**config.mk**
```make
export PLATFORM = sky130hd
export DESIGN_NAME = oht_top
export DESIGN_NICKNAME = d
export VERILOG_FILES = /design/src/logic/oht_pkg.sv /design/src/logic/oht_top.sv /design/src/logic/cond_fifo.sv /design/src/logic/bit_compactor.sv /design/src/logic/es_sample_buffer.sv /design/src/logic/es_health_test.sv
export SDC_FILE = /design/constraint.sdc
export NUM_CORES = 1
export LEC_CHECK = 0
export BUFFER_PORTS_ARGS = -buffer_cell sky130_fd_sc_hd__clkbuf_2
export CAP_MARGIN = 20
export CORE_MARGIN = 2
export CORE_UTILIZATION = 59
export CTS_BUF_LIST = sky130_fd_sc_hd__clkbuf_4 sky130_fd_sc_hd__clkbuf_8
export DETAILED_ROUTE_END_ITERATION = 6
export PLACE_DENSITY = 0.79
export SLEW_MARGIN = 20
export SYNTH_ARGS = -nofsm -noshare
export SYNTH_HDL_FRONTEND = slang
export SYNTH_SLANG_ARGS = --single-unit
```
**constraint.sdc**
```tcl
create_clock -name clk -period 6.2 [get_ports clk]
set_input_delay 1.24 -clock clk [delete_from_list [all_inputs] [get_ports clk]]
set_output_delay 1.24 -clock clk [all_outputs]
set_load 0.01 [all_outputs]
```
**src/logic/oht_pkg.sv**
```systemverilog
package oht_pkg;

    // source counts
    localparam int latch_sources  = 8;
    localparam int jitter_sources = 8;
    localparam int es_sources     = latch_sources + jitter_sources; // latch low, jitter high

    // sample ring memory
    localparam int sample_width = 8;   // one half of the sources per word
    localparam int buf_depth    = 32;  // even = latch, odd = jitter
    localparam int read_lead    = 16;  // words written before the reader starts

    // health test limits
    localparam int warmup_samples = 16;
    localparam int rct_limit      = 12; // identical samples in a row => dead source

    // conditioner side
    localparam int cond_width = 32;
    localparam int fifo_depth = 8;

    // derived widths
    localparam int buf_addr_w  = $clog2(buf_depth);
    localparam int fifo_addr_w = $clog2(fifo_depth);
    localparam int fifo_cnt_w  = $clog2(fifo_depth + 1);
    localparam int fill_w      = $clog2(cond_width + sample_width);
    localparam int warm_cnt_w  = $clog2(warmup_samples + 1);
    localparam int run_cnt_w   = $clog2(rct_limit + 1);

endpackage
```
**src/logic/oht_top.sv**
```systemverilog
`timescale 1ns/100ps

module oht_top import oht_pkg::*; (
    input  logic                  clk,
    input  logic                  rst,
    input  logic [es_sources-1:0] es_in,       // 0-7 latch, 8-15 jitter
    input  logic                  deque,       // conditioner pop
    output logic [cond_width-1:0] cond_out,
    output logic                  full,
    output logic                  empty,
    output logic [es_sources-1:0] rd_good_arr  // per source health
);

    logic [es_sources-1:0]   valid_arr;
    logic [es_sources-1:0]   fail_arr;
    logic                    any_valid;
    logic [sample_width-1:0] word_data;
    logic [sample_width-1:0] word_mask;
    logic                    word_valid;
    logic [cond_width-1:0]   pack_data;
    logic                    pack_valid;

    assign rd_good_arr = valid_arr & ~fail_arr;
    assign any_valid   = |valid_arr; // start writing once anything warmed up

    for (genvar i = 0; i < latch_sources; i++) begin : gen_latch
        es_health_test u_latch_test (
            .clk       (clk),
            .rst       (rst),
            .sample    (es_in[i]),
            .valid     (valid_arr[i]),
            .perm_fail (fail_arr[i])
        );
    end

    for (genvar j = 0; j < jitter_sources; j++) begin : gen_jitter
        es_health_test u_jitter_test (
            .clk       (clk),
            .rst       (rst),
            .sample    (es_in[latch_sources+j]),
            .valid     (valid_arr[latch_sources+j]),
            .perm_fail (fail_arr[latch_sources+j])
        );
    end

    es_sample_buffer u_sample_buffer (
        .clk        (clk),
        .rst        (rst),
        .es_in      (es_in),
        .good_arr   (rd_good_arr),
        .any_valid  (any_valid),
        .full       (full),
        .word_data  (word_data),
        .word_mask  (word_mask),
        .word_valid (word_valid)
    );

    bit_compactor u_bit_compactor (
        .clk        (clk),
        .rst        (rst),
        .word_data  (word_data),
        .word_mask  (word_mask),
        .word_valid (word_valid),
        .pack_data  (pack_data),
        .pack_valid (pack_valid)
    );

    cond_fifo u_cond_fifo (
        .clk   (clk),
        .rst   (rst),
        .wdata (pack_data),
        .enque (pack_valid),
        .deque (deque),
        .rdata (cond_out),
        .full  (full),  // also stalls the buffer
        .empty (empty)
    );

endmodule

```
**src/logic/cond_fifo.sv**
```systemverilog
`timescale 1ns/100ps

module cond_fifo import oht_pkg::*; (
    input  logic                  clk,
    input  logic                  rst,
    input  logic [cond_width-1:0] wdata,
    input  logic                  enque,
    input  logic                  deque,
    output logic [cond_width-1:0] rdata,   // head word, fall-through
    output logic                  full,    // early, one slot spare
    output logic                  empty
);

    logic [cond_width-1:0]  mem [fifo_depth];
    logic [fifo_addr_w-1:0] wr_ptr;
    logic [fifo_addr_w-1:0] rd_ptr;
    logic [fifo_cnt_w-1:0]  count;    // entries stored
    logic                   do_enq;
    logic                   do_deq;

    assign do_enq = enque && (count != fifo_cnt_w'(fifo_depth)); // drop when truly full
    assign do_deq = deque && !empty;  // pop on empty ignored

    assign empty = (count == '0);
    assign full  = (count >= fifo_cnt_w'(fifo_depth - 1));
    assign rdata = mem[rd_ptr];

    always_ff @(posedge clk) begin
        if (do_enq) begin
            mem[wr_ptr] <= wdata;
        end
    end

    always_ff @(posedge clk) begin
        if (!rst) begin
            wr_ptr <= '0;
            rd_ptr <= '0;
            count  <= '0;
        end else begin
            if (do_enq) begin
                wr_ptr <= wr_ptr + 1'b1;
            end
            if (do_deq) begin
                rd_ptr <= rd_ptr + 1'b1;
            end
            if (do_enq && !do_deq) begin
                count <= count + 1'b1;
            end else if (do_deq && !do_enq) begin
                count <= count - 1'b1;
            end
        end
    end

endmodule

```
**src/logic/bit_compactor.sv**
```systemverilog
`timescale 1ns/100ps

module bit_compactor import oht_pkg::*; (
    input  logic                    clk,
    input  logic                    rst,
    input  logic [sample_width-1:0] word_data,
    input  logic [sample_width-1:0] word_mask,   // 1 = healthy source
    input  logic                    word_valid,
    output logic [cond_width-1:0]   pack_data,
    output logic                    pack_valid
);

    logic [cond_width+sample_width-1:0] acc;       // packed bits, oldest at bit 0
    logic [cond_width+sample_width-1:0] acc_next;
    logic [fill_w-1:0]                  fill;      // bits held in acc
    logic [fill_w-1:0]                  fill_next;

    // append masked bits, lowest source first
    always_comb begin
        acc_next  = acc;
        fill_next = fill;
        if (word_valid) begin
            for (int i = 0; i < sample_width; i++) begin
                if (word_mask[i]) begin
                    acc_next[fill_next] = word_data[i];
                    fill_next           = fill_next + 1'b1;
                end
            end
        end
    end

    always_ff @(posedge clk) begin
        if (!rst) begin
            fill       <= '0;
            pack_valid <= 1'b0;
        end else begin
            pack_valid <= 1'b0;
            if (fill_next >= fill_w'(cond_width)) begin
                pack_valid <= 1'b1;
                fill       <= fill_next - fill_w'(cond_width); // leftover carries on
            end else begin
                fill <= fill_next;
            end
        end
    end

    // payload side
    always_ff @(posedge clk) begin
        if (fill_next >= fill_w'(cond_width)) begin
            pack_data <= acc_next[cond_width-1:0];
            acc       <= acc_next >> cond_width; // remainder down to bit 0
        end else begin
            acc <= acc_next;
        end
    end

endmodule

```
**src/logic/es_sample_buffer.sv**
```systemverilog
`timescale 1ns/100ps

module es_sample_buffer import oht_pkg::*; (
    input  logic                    clk,
    input  logic                    rst,
    input  logic [es_sources-1:0]   es_in,      // raw bits, latch low half
    input  logic [es_sources-1:0]   good_arr,   // valid and not failed
    input  logic                    any_valid,  // some source warmed up
    input  logic                    full,       // fifo near full, stall
    output logic [sample_width-1:0] word_data,
    output logic [sample_width-1:0] word_mask,
    output logic                    word_valid
);

    logic [sample_width-1:0] mem [buf_depth]; // inferred dual port ring

    logic [buf_addr_w-1:0]   wr_ptr;
    logic [buf_addr_w-1:0]   rd_ptr;
    logic                    rd_started;  // reader trailing the writer
    logic                    wr_en;
    logic                    rd_en;
    logic [sample_width-1:0] wr_word;
    logic [sample_width-1:0] rd_mask;
    logic [sample_width-1:0] rd_q;        // memory read stage
    logic [sample_width-1:0] mask_q;      // mask travels beside data
    logic                    rd_q_valid;

    // ptr lsb picks the half, even latch, odd jitter
    assign wr_word = wr_ptr[0] ? es_in[latch_sources +: sample_width]
                               : es_in[0 +: sample_width];
    assign rd_mask = rd_ptr[0] ? good_arr[latch_sources +: sample_width]
                               : good_arr[0 +: sample_width];

    // full freezes both sides, samples meanwhile are dropped
    assign wr_en = any_valid && !full;
    assign rd_en = rd_started && !full && (rd_ptr != wr_ptr);

    always_ff @(posedge clk) begin
        if (!rst) begin
            wr_ptr     <= '0;
            rd_ptr     <= '0;
            rd_started <= 1'b0;
        end else begin
            if (wr_en) begin
                wr_ptr <= wr_ptr + 1'b1; // wraps at buf_depth
            end
            if (rd_en) begin
                rd_ptr <= rd_ptr + 1'b1;
            end
            // reader starts once the lead is written, stays on
            if (wr_ptr > buf_addr_w'(read_lead)) begin
                rd_started <= 1'b1;
            end
        end
    end

    // memory write port and read stage
    always_ff @(posedge clk) begin
        if (wr_en) begin
            mem[wr_ptr] <= wr_word;
        end
        if (rd_en) begin
            rd_q   <= mem[rd_ptr];
            mask_q <= rd_mask; // mask as seen at issue
        end
    end

    // output register stage
    always_ff @(posedge clk) begin
        word_data <= rd_q;
        word_mask <= mask_q;
    end

    always_ff @(posedge clk) begin
        if (!rst) begin
            rd_q_valid <= 1'b0;
            word_valid <= 1'b0;
        end else begin
            rd_q_valid <= rd_en;
            word_valid <= rd_q_valid; // two cycles after issue
        end
    end

endmodule

```
**src/logic/es_health_test.sv**
```systemverilog
`timescale 1ns/100ps

module es_health_test import oht_pkg::*; (
    input  logic clk,
    input  logic rst,
    input  logic sample,     // one raw bit per cycle
    output logic valid,      // warm-up done
    output logic perm_fail   // sticky until reset
);

    logic [warm_cnt_w-1:0] warm_cnt;    // samples seen, saturates
    logic [run_cnt_w-1:0]  run_len;     // length of the current run
    logic [run_cnt_w-1:0]  run_next;
    logic                  last_sample; // previous bit for run compare

    // run length including this cycle's sample
    always_comb begin
        if (warm_cnt == '0 || sample != last_sample) begin
            run_next = run_cnt_w'(1); // first sample or value changed
        end else if (run_len == run_cnt_w'(rct_limit)) begin
            run_next = run_len; // hold at limit, flag already set
        end else begin
            run_next = run_len + 1'b1;
        end
    end

    always_ff @(posedge clk) begin
        last_sample <= sample;
    end

    always_ff @(posedge clk) begin
        if (!rst) begin
            warm_cnt  <= '0;
            run_len   <= '0;
            valid     <= 1'b0;
            perm_fail <= 1'b0;
        end else begin
            if (warm_cnt != warm_cnt_w'(warmup_samples)) begin
                warm_cnt <= warm_cnt + 1'b1;
            end
            run_len <= run_next;
            // valid goes up at the edge taking the last warm-up sample
            valid <= (warm_cnt >= warm_cnt_w'(warmup_samples - 1));
            // repetition count test
            if (run_next == run_cnt_w'(rct_limit)) begin
                perm_fail <= 1'b1;
            end
        end
    end

endmodule

```
# Yosys cells after proc, flatten, opt, wreduce, memory -nomap -nowiden
# Memories as Yosys holds them, arrays and structs flattened. A register that Yosys moved wholly into a read port is not among the register bits.
# Cells that the tools add are included.
# W data, S select, Z words.
# op_classes
add_sub_neg,47
n_mul,0
n_eq_ne,66
bitwise,2
n_div,0
shifts,0
mux,101
reduce_logical,54
magnitude_cmp,35
# op_table
op,n
$mux W40,16
$bwmux W40,8
$mux W4,34
$eq A4 B4 Y1 const B,32
$mux W6,17
$add A5 B1 Y5 const B,18
$ge A5 B4 Y1 const B,16
$logic_not A5 Y1,16
$ne A5 B5 Y1 const B,16
$add A4 B1 Y4 const B,17
$lt A6 B7 Y1 const B,8
$add A6 B1 Y6 const B,8
$demux W1 S6,8
$ge A6 B1 Y1 const B,8
$mux W8,3
$and A16 B16 Y16,1
$logic_or A1 B1 Y1,16
$ne A1 B1 Y1,16
$not A16 Y16,1
$reduce_or A16 Y1,1
$logic_and A1 B1 Y1,15
$mux W1,13
$add A3 B1 Y3 const B,2
$ge A6 B6 Y1 const B,1
other kinds (10),14
# totals
latch_bits,0
mem_bits_rw,512
ff_bits,318
wordCells,403
out_inout_bits,50
mem_count,2
romBits,0
in_bits,19
# mem_list
name,depth,width,read_ports,rd_clocked_by_memory_dff,wr,line_no,rtl
u_cond_fifo.mem,8,32,1,1,1,cond_fifo.sv:14,logic [cond_width-1:0] mem [fifo_depth];
u_sample_buffer.mem,32,8,1,1,1,es_sample_buffer.sv:15,logic [sample_width-1:0] mem [buf_depth];

# Logic depth before layout (Yosys ltp)
# Gate-level depths: netlist of run 1.
# logic_depth
depth_word,29
mapped_depth,32
depth_no_buf,30

# Modules after synthesis
# A second synthesis of run 1 with hierarchy kept.
# hier_totals
cells_unflattened,3510
hier_area_um2,42618.4
# by_module_without_submodules
mod,area_each_um2,cells_each,n_inst,seq_area_each_um2
es_sample_buffer,11612.4,601,1,8748.4
bit_compactor,10819.1,1435,1,1901.8
cond_fifo,10486.3,445,1,7947.6
es_health_test,598.1,63,16,240.2
oht_top,131.4,21,1,0.0

# Worst setup path before layout of run 1
# Ideal clock, no wire load.
# synth_path
path_type,reg-to-reg
startpoint,reg u_bit_compactor.fill[1]
endpoint,reg u_bit_compactor.pack_data[0] (enable)
setup_time_ns,0.377
path_stages_with_launch,30
t_required_ns,5.823
slack_ns,-0.134
synth_period_minus_slack_ns,6.334
path_buffers,2
arrival_ns,5.957
cell_sequence,dfxtp_1 -> ha_1 -> mux2i_1 -> inv_2 -> clkbuf_1 -> nor2_1 -> nor2_1 -> ha_1 -> nor2b_1 -> a211oi_1 -> nand2_1 -> and3_1 -> nor2_1 -> inv_1 -> ha_1 -> nand2b_1 -> o31ai_2 -> inv_2 -> ha_1 -> nand2_1 -> a21boi_1 -> inv_2 -> ha_1 -> a22o_1 -> and3b_1 -> nor2_1 -> nor3_1 -> xnor2_1 -> a21oi_2 -> buf_2
# synth_between
elab_chain_len,25
# synth_rtl
element,line_no,rtl
from (decl),bit_compactor.sv:15,logic [fill_w-1:0] fill;
from (signal assigned),bit_compactor.sv:40,fill <= fill_next - fill_w'(cond_width);
from (signal assigned),bit_compactor.sv:42,fill <= fill_next;
$add A6 B1 Y6,bit_compactor.sv:26,fill_next = fill_next + 1'b1;
$mux W6,bit_compactor.sv:24,if (word_mask[i]) begin
$mux W6,bit_compactor.sv:22,if (word_valid) begin
$add A6 B1 Y6,bit_compactor.sv:26,
$mux W6,bit_compactor.sv:24,
$mux W6,bit_compactor.sv:22,
$add A6 B1 Y6,bit_compactor.sv:26,
$mux W6,bit_compactor.sv:24,
[9 not listed],-,
$mux W6,bit_compactor.sv:22,
$add A6 B1 Y6,bit_compactor.sv:26,
$mux W6,bit_compactor.sv:24,
$mux W6,bit_compactor.sv:22,
$add A6 B1 Y6,bit_compactor.sv:26,
$mux W6,bit_compactor.sv:24,
$mux W6 (*),bit_compactor.sv:22,
$ge A6 B6 Y1 (*),bit_compactor.sv:49,if (fill_next >= fill_w'(cond_width)) begin
to (signal assigned),bit_compactor.sv:50,pack_data <= acc_next[cond_width-1:0];
to (decl),bit_compactor.sv:9,"output logic [cond_width-1:0] pack_data,"
# Every way passes the cells marked *; elsewhere a longest branch is shown, timed or not. The select of a mux whose other input is x is not followed.
# A chain may end at the register's enable or synchronous reset.

# Worst setup path after layout of run 1
# layout_path
startpoint,reg u_bit_compactor.fill[1]
endpoint,reg u_bit_compactor.acc[4]
# layout_between
elab_chain_len,29
word_cells_on_any_way,90
classes_between,8 x add/sub; 17 x order compare; 57 x mux; 8 x reduce/logical
# layout_rtl
element,line_no,rtl
"$add A6 B1 Y6, or another cell as far along",bit_compactor.sv:26,
$mux W6 / $logic_and A1 B1 Y1 (equally long branches),"bit_compactor.sv:24, bit_compactor.sv:25",
$mux W6 / $mux W1 (equally long branches),"bit_compactor.sv:22, bit_compactor.sv:25",
"$add A6 B1 Y6, or another cell as far along",bit_compactor.sv:26,
"$mux W6, or another cell as far along",bit_compactor.sv:24,
"$mux W6, or another cell as far along",bit_compactor.sv:22,
"$add A6 B1 Y6, or another cell as far along",bit_compactor.sv:26,
"$mux W6, or another cell as far along",bit_compactor.sv:24,
[13 not listed],-,
"$lt A6 B7 Y1 (implied by the code), or another cell as far along",bit_compactor.sv:25,acc_next[fill_next] = word_data[i];
$logic_and A1 B1 Y1 (implied by the code) / $bwmux W40 (equally long branches),bit_compactor.sv:25,
$mux W1 (implied by the code) / $mux W40 (equally long branches),"bit_compactor.sv:25, bit_compactor.sv:24",
$demux W1 S6 / $mux W40 (equally long branches),-,
$bwmux W40,bit_compactor.sv:25,
$mux W40,bit_compactor.sv:24,
$mux W40,bit_compactor.sv:22,
$mux W8 (*),bit_compactor.sv:49,
to (signal assigned),bit_compactor.sv:51,acc <= acc_next >> cond_width;
to (signal assigned),bit_compactor.sv:53,acc <= acc_next;
to (decl),bit_compactor.sv:13,logic [cond_width+sample_width-1:0] acc;
# Marked as above.

==> flow_results.org, run 1 <==
** GRT
- Wire length of the first global-routing pass :: 169,500 um
- Entering global routing, the biggest net connects 100 pins.
- Initial antenna violation count :: 1
- Vias in the first global route :: 28,449
- In the global route stage, overall resource usage came out at 31.31%.
- GRT overflow :: 0

** Worst setup path
- Combined buffer and inverter count along the critical path :: 6
- Crit-path max cell delay :: 0.37 ns
- Critical path's slowest cell :: ha_1
- Grouping stages by cell kind, the critical path spends the most delay in adder cells.
- WP depth :: 29
- In this run the worst path has a maximum fanout of 36.
- Worst reg2reg path startpoint :: u_bit_compactor.fill[1]
- The most critical setup path has its startpoint at u_bit_compactor.fill[1].
- Data arrival time at the worst-slack endpoint :: 6.66 ns
- Kind of critical path :: reg2reg
- End point of the critical path :: u_bit_compactor.acc[4]
- At the worst endpoint, the required time is 6.86 ns.
- Counting stages on the worst path, the most repeated cell is ha_1.
- Startpoint Class :: register
- Counting cells, the worst reg-to-reg path comes to 29.
- Crit. End Element :: register
- Across all register-to-register paths, the minimum setup slack is 0.20 ns.
- Critical register-to-register path endpoint :: u_bit_compactor.acc[4]

** Timing
- The count of final hold-check violations was 0.
- Number of max-slew violations in the final report :: 0
- Clock skew :: 0.06615 ns
- For this run, the top clock speed supported by timing is 166.8 MHz.
- Final hold analysis gives a worst-case slack of 0.3372 ns.
- Worst relative slew slack :: 27.56%
- The routed design could run at a clock period as short as 5.995 ns.
- For the final routed database, the setup TNS stands at 0 ns.
- For the pin with the worst max-slew slack, the measured transition is 1.082 ns.
- Post-layout worst setup margin :: 0.2046 ns
- Dividing the final minimum period by the clock period gives 96.70%.
- Setup violations remaining at the end of the flow were counted as 0.

** Clocking
- The number of hold buffers added after CTS was 0.
- Root buffer cell :: clkbuf_8
- Sinks on the clock net :: 841
- Number of buffers added by the clock tree synthesis step :: 132
- H-tree levels :: 4
- CTS tree :: built
- The longest clock path from root to sink contains 3 buffers.
- After clock tree synthesis, the clock-pin slew on the worst setup and hold paths is 0.07 ns.
- Worst-Skew Late Latency :: 0.83 ns

** Drt
- For this block, the initial DRC count from the detailed router was 3,298.
- The pre-antenna-repair detailed-routing pass consisted of 7 iterations.
- After detailed routing, the number of remaining DRC violations is 0.
- Antenna Nets Post-Route :: 0
- Using the TritonRoute via totals, the vias-per-cell ratio works out to 6.372.
- Overall routed net length :: 111,900 um
- Average routed wire per standard cell :: 24.22 um
- Via count :: 29,433

** Power
- Leak Pwr :: 15.95 nW
- IR drop worst, VDD :: 0.2566 mV
- Power per standard cell area :: 269.4 nW/um2

** Final layout
- Counting the fill cells in the layout gives 5,004.
- Layout overhead on the synthesized area :: 11.48%
- Share of layout cells above drive strength 1 :: 20.01%
- Post-layout nets :: 3,691
- Leaving out fill and tap cells, the most frequent cell in the layout is edfxtp_1.
- In the final layout, the multi-input gates occupy 17,880 um2.
- In the final layout, flip-flops and latches occupy 22,460 um2.
- The top cell types in the final layout, fill and taps aside, are edfxtp_1, dfxtp_1, nor2_1.

** Floorplan
- Initial core utilization :: 59.29%
- In this run the count of I/O pins placed on the die edge is 69.
- FP Rows :: 97
- Vertical die dimension :: 268.8 um
- The floorplan step set the die width to 268.8 um.
- The total area inside the core boundary comes to 69,790 um2.
- Area of the die :: 72,260 um2

** Yosys
- Post-synthesis sequential area ratio :: 54.24%
- Synthesized instance count :: 3,426
- Mean cell area of the mapped netlist :: 12.08 um2
- Number of distinct library cells after synthesis :: 110
- Flip-flop and latch count after synthesis :: 841
- Netlist Area Pre-Place :: 41,370 um2
- Count of warnings emitted by yosys :: 0
- Net Count, Synth :: 3,544
- Counting flops with a built-in enable in the synthesized netlist gives 560.
- In the synthesized netlist the dominant register cell turns out to be edfxtp_1.
- Counting flops with an async set or reset pin after synthesis yields a share of 0%.

** Placed design
- Port Buffers :: 68
- The congestion estimate from routability-driven global placement came to 1.034.
- Pre-CTS WS :: -0.06037 ns
- Detailed placement finished with a half-perimeter wire length of 78,030 um.

** Run status
- Run status :: finished clean

** Worst hold path
- Worst hold path class :: reg2reg

** Run
- The tool flagged a number of max-cap violations equal to 0.
area by class of cell:
class | count | share of cell area, %
Multi-Input combinational cell | 2280 | 38.77
Sequential cell | 841 | 48.69
Clock inverter | 43 | 0.9061
Tap cell | 940 | 2.550
Antenna cell | 1 | 0.005425
Timing Repair Buffer | 200 | 2.935
Inverter | 118 | 0.9657
Clock buffer | 196 | 5.184
timing repair:
action	CTS	global route
pin swaps	1	2
endpoints found under the setup margin	3	90
resized for setup	2	12
setup buffers	0	1
cells in the mapped netlist (16+ instances only):
| cell type | instances | area [um2] |
|---|---|---|
| o21ai_0 | 93 | 465.5 |
| mux2i_1 | 121 | 1211 |
| nand2b_1 | 21 | 131.4 |
| o211ai_1 | 26 | 195.2 |
| nor3_1 | 88 | 440.4 |
| inv_1 | 109 | 409.1 |
| nand4_1 | 50 | 312.8 |
| o221ai_1 | 22 | 192.7 |
| nand2_1 | 227 | 852.1 |
| o31ai_1 | 30 | 225.2 |
| buf_2 | 16 | 80.08 |
| mux2_2 | 81 | 912.1 |
| o22ai_1 | 35 | 219.0 |
| nor2b_1 | 48 | 300.3 |
| a21boi_0 | 36 | 270.3 |
| nand3_1 | 175 | 875.8 |
| clkbuf_1 | 141 | 529.3 |
| nor2_1 | 271 | 1017 |
| a211oi_1 | 19 | 142.6 |
| dfxtp_1 | 281 | 5625 |
| nor4_1 | 43 | 269.0 |
| a31oi_1 | 26 | 162.7 |
| buf_1 | 27 | 101.4 |
| or3_1 | 26 | 162.7 |
| ha_1 | 98 | 1226 |
| o32ai_1 | 28 | 245.2 |
| and3_1 | 41 | 256.5 |
| mux4_2 | 144 | 3243 |
| o21a_1 | 43 | 322.8 |
| a21oi_1 | 83 | 415.4 |
| xnor2_1 | 87 | 762.0 |
| and2_1 | 51 | 319.1 |
| edfxtp_1 | 560 | 16820 |
| xor2_1 | 34 | 297.8 |
flip-flops by register name (all words and copies together), names as in the netlist, 32 cells and up, named ones only:
name and flops:
gen_latch.u_latch_test.run_len 32, gen_jitter.u_jitter_test.warm_cnt 40, gen_jitter.u_jitter_test.run_len 32, u_bit_compactor.acc 40, u_bit_compactor.pack_data 32, u_sample_buffer.mem 256, u_cond_fifo.mem 256, gen_latch.u_latch_test.warm_cnt 40
power by group:
group	internal [mW]	leakage, nW	switching (mW)
registers	6.09	7.41	0.185
clock network	2.66	1.48	2.25
logic	0.630	7.06	0.622
total	9.37	16.0	3.06
worst min path at each step:
stage / start / endpoint / cells past startpoint
6_report: u_sample_buffer.mask_q[4] / u_sample_buffer.word_mask[4] / 0
5_1_grt: u_sample_buffer.mask_q[3] / u_sample_buffer.word_mask[3] / 0
3_5_place_dp: u_sample_buffer.mask_q[5] / u_sample_buffer.word_mask[5] / 0
2_1_floorplan: u_sample_buffer.rd_q[0] / u_sample_buffer.word_data[0] / 0
3_3_place_gp: u_sample_buffer.rd_q[6] / u_sample_buffer.word_data[6] / 0
4_1_cts: u_sample_buffer.mask_q[4] / u_sample_buffer.word_mask[4] / 0
metal layers:
metal  GRT usage (%)  up-vias  part of all wire, %
met1           41.00    14321                   40
li1                -    13374                    -
met4           16.11        0                  5.2
met5               0        -                    0
met3           4.913      333                  7.5
met2           50.88     1405                   48
cells by family (layout without fill, tap and decap cells):
kind of cell               after synthesis  count (layout)  share of synthesized area, %
other                                    1               2                      0.009064
DFF                                    841             841                         54.24
and+or+nand+nor                       1106            1106                         13.32
muxes                                  347             347                         13.00
adders and majority gates              100             100                         3.036
AOI/OAI and AO/OA                      588             588                         10.07
xor gates and xnor gates               138             138                         3.460
buffers and inverters                  305             557                         2.867
stage by stage:
| step | cell area (um2) | util [%] | std cells | total power [mW] |
|---|---|---|---|---|
| finish | 46120 | 66.09 | 4619 | 12.43 |
| CTS | 46050 | 65.99 | 4617 | 12.53 |
| floorplan | 41380 | - | 3426 | 7.241 |
| global placement | 43230 | 61.95 | 4378 | 7.587 |
| global route | 46120 | 66.09 | 4619 | 12.85 |
| detailed placement | 43230 | 61.95 | 4378 | 7.638 |
(Power assumes the default switching activity.)
==> run 2, diff against run 1 <==
--- a/config.mk
+++ b/config.mk
@@ -12,6 +12,8 @@
 export CTS_BUF_LIST = sky130_fd_sc_hd__clkbuf_4 sky130_fd_sc_hd__clkbuf_8
 export DETAILED_ROUTE_END_ITERATION = 6
 export PLACE_DENSITY = 0.79
+export RECOVER_POWER = 25
+export SETUP_SLACK_MARGIN = 0.2
 export SLEW_MARGIN = 20
 export SYNTH_ARGS = -nofsm -noshare
 export SYNTH_HDL_FRONTEND = slang
==> flow_results.org, run 2 (synthesized netlist as in run 1, its figures left out) <==
** GRT
- Pin count of the biggest net entering global routing :: 72
- GRT overflow :: 0
- Wire length of the first global-routing pass :: 163,600 um
- The number of antenna violations at the first check in global routing came to 2.
- The number of global-route vias before repair is 28,124.
- Global routing consumed, over all layers together, 30.01% of the routing resources.

** Drt
- Via count :: 29,326
- For this block, the routed nets add up to 108,000 um of wire.
- Once detail routing completed, the nets flagged for antenna violations numbered 0.
- Violation count after the first detailed-route iteration :: 3,331
- Average routed wire per standard cell :: 23.46 um
- Number of iterations in the first detailed-routing pass :: 6
- DRC viols :: 0
- In the routed layout, each cell is associated on average with a via count of 6.372.

** Worst setup path
- Data arrival time at the worst-slack endpoint :: 6.58 ns
- Biggest fanout along the worst timing path :: 11
- The kind of cell with the highest combined delay along the critical path is simple AND/OR/NAND/NOR gates.
- The worst setup path is launched from a register.
- Kind of critical path :: reg2reg
- In this design, the stage delay of the slowest critical-path cell is 0.72 ns.
- Req. time, crit path :: 6.92 ns
- STA classifies the critical path endpoint as a register.
- In this run the critical register-to-register path is launched from u_bit_compactor.fill[0].
- R2r setup slk :: 0.34 ns
- Counting both buffers and inverters, the worst setup path holds a total of 3.
- Launch point of the critical path :: u_bit_compactor.fill[0]
- Cell Chain, Critical Path :: ha_1 -> mux2i_2 -> inv_2 -> ha_1 -> nor3b_4 -> a211o_1 -> nand2_1 -> and3_1 -> nor2_2 -> inv_1 -> ha_1 -> nand2_1 -> xnor2_1 -> xnor3_1 -> buf_4 -> nand3_1 -> a21oi_2 -> xnor3_2 -> or3_1 -> o32ai_1 -> a31o_1 -> o21a_1
- For this design, the slowest cell found on the critical path is o32ai_1.
- Most prevalent standard cell on the critical path :: ha_1

** Floorplan
- FP Rows :: 97
- During I/O placement, the number of pins put on the boundary was 69.
- Measured along the y axis, the die boundary spans 268.8 um.
- Die X-Extent :: 268.8 um
- The initial utilization of the core area, before any placement, comes to 59.29%.
- Core Region :: 69,790 um2
- The die covers 72,260 um2.

** Power
- The worst-case IR drop observed on VDD is 0.3377 mV.
- The internal portion of the total power is 9.297 mW.
- Summed over all cells, the static leakage comes to 15.77 nW.
- Net switching is 24.18% of the power.
- For this design the total switching power over the nets is 2.966 mW.
- Logic pwr share :: 9.7%
- Part of the total power dissipated in the clock network :: 38.9%
- Power per standard cell area :: 267.1 nW/um2
- Sequential cells burn 51.4% of the power.
- The completed layout was analyzed and its total power is 12.26 mW.

** Clocking
- TritonCTS built the clock tree.
- The clock passes through at most 3 buffers.
- Clock-pin slew on the worst setup and hold paths :: 0.06 ns
- In this run the number of H-tree levels came out at 4.
- Sinks on the clock net :: 841
- Root buffer cell :: clkbuf_8
- Number of buffers added by the clock tree synthesis step :: 133
- Worst-Skew Late Latency :: 0.79 ns

** Worst hold path
- Launch instance of the worst min-delay path :: u_sample_buffer.mask_q[6]
- Worst hold path class :: reg2reg

** Final layout
- Compared with the post-synthesis result, the final layout area differs by 10.98%.
- Final core utilization :: 65.80%
- Commonest non-fill, non-tap cell in the layout :: edfxtp_1
- Most frequent cells in the layout :: edfxtp_1, dfxtp_1, nor2_1
- Share of layout cells above drive strength 1 :: 19.10%
- In the final layout, the registers with the most flip-flops are u_cond_fifo.mem: 256 flops, u_sample_buffer.mem: 256 flops.
- Post-layout nets :: 3,669

** Timing
- Maximum clock rate :: 170.5 MHz
- Subtracting the final worst setup slack from the clock period gives 5.865 ns.
- Worst hold slack after final layout :: 0.3401 ns
- In the final timing run, aggregate negative setup slack is 0 ns.
- Setup violations remaining at the end of the flow were counted as 0.
- Worst Max-Slew Pin Slew :: 2.799 ns
- Worst relative slew slack :: -86.58%
- The final critical path takes up 94.60% of the cycle.
- Final hold violations :: 0
- Clock skew :: 0.04884 ns
- Setup repair after global routing could not meet its margin everywhere.
- The max-slew violation count is 97.

** Placed design
- At the end of routability-driven placement, the weighted congestion stood at 1.061.
- Estimated wirelength of the detail-placed design :: 75,850 um
- Port Buffers :: 68

** Run
- Max_cap viols :: 2

** Run status
- Run status :: finished with violations
- The checks that failed: capacitance limit, slew limit.
-- run 2: final timing paths --
| check | end | depth (start not counted) |
|---|---|---|
| worst max-delay path | u_bit_compactor.acc[25] | 22 |
| worst max register to register | u_bit_compactor.acc[25] | 22 |
| worst min-delay path | u_sample_buffer.word_mask[6] | 0 |
| worst min register to register | u_sample_buffer.word_mask[6] | 0 |
-- run 2: area by class of cell --
| cell class | instances | area [um2] |
|---|---|---|
| Inverter | 118 | 445.4 |
| Tap cell | 940 | 1176 |
| Sequential cell | 841 | 22450 |
| Timing Repair Buffer | 177 | 1162 |
| Antenna cell | 3 | 7.507 |
| Multi-Input combinational cell | 2280 | 17930 |
| Fill cell | 5068 | 23870 |
| Clock buffer | 194 | 2332 |
| Clock inverter | 49 | 410.4 |
-- run 2: routing by layer --
metal	vias to the layer above	part of all wire [%]	GRT usage, %
met3	310	8.2	6.091
met4	0	5.3	15.53
met2	1432	48	48.99
met5	-	0	0
li1	13341	-	-
met1	14243	39	38.10
-- run 2: worst register-to-register path, stage by stage (launching register included) --
cell and delay (ns):
dfxtp_1 0.31, ha_1 0.30, mux2i_2 0.24, inv_2 0.11
ha_1 0.39, nor3b_4 0.28, a211o_1 0.16, nand2_1 0.05
and3_1 0.19, nor2_2 0.15, inv_1 0.10, ha_1 0.20
nand2_1 0.12, xnor2_1 0.16, xnor3_1 0.26, buf_4 0.19
nand3_1 0.15, a21oi_2 0.26, xnor3_2 0.46, or3_1 0.63
o32ai_1 0.72, a31o_1 0.27, o21a_1 0.12
-- run 2: per-stage QoR --
step	instance area [um2]	instances	setup WS (ns)
floorplan	41390	3426	0.2130
global placement	43070	4354	0.08894
detailed placement	43070	4354	0.08324
CTS	45830	4597	0.1614
global route	45920	4602	0.1571
finish	45920	4602	0.3351
-- run 2: power by group through the flow --
stage	combinational, mW	clock (mW)	sequential (mW)
after global routing	1.31	5.07	6.33
after global placement	1.16	0	6.41
after CTS	1.20	4.85	6.30
after detailed placement	1.19	0	6.42
after floorplan	0.963	0	6.28
final	1.19	4.77	6.30
-- run 2: repair_timing --
item                       4_1_cts  5_1_grt
buffers inserted                 0        2
pin swaps                        0        2
resized for setup                2       19
hold buffers                     0        0
setup endpoints to repair        7      107
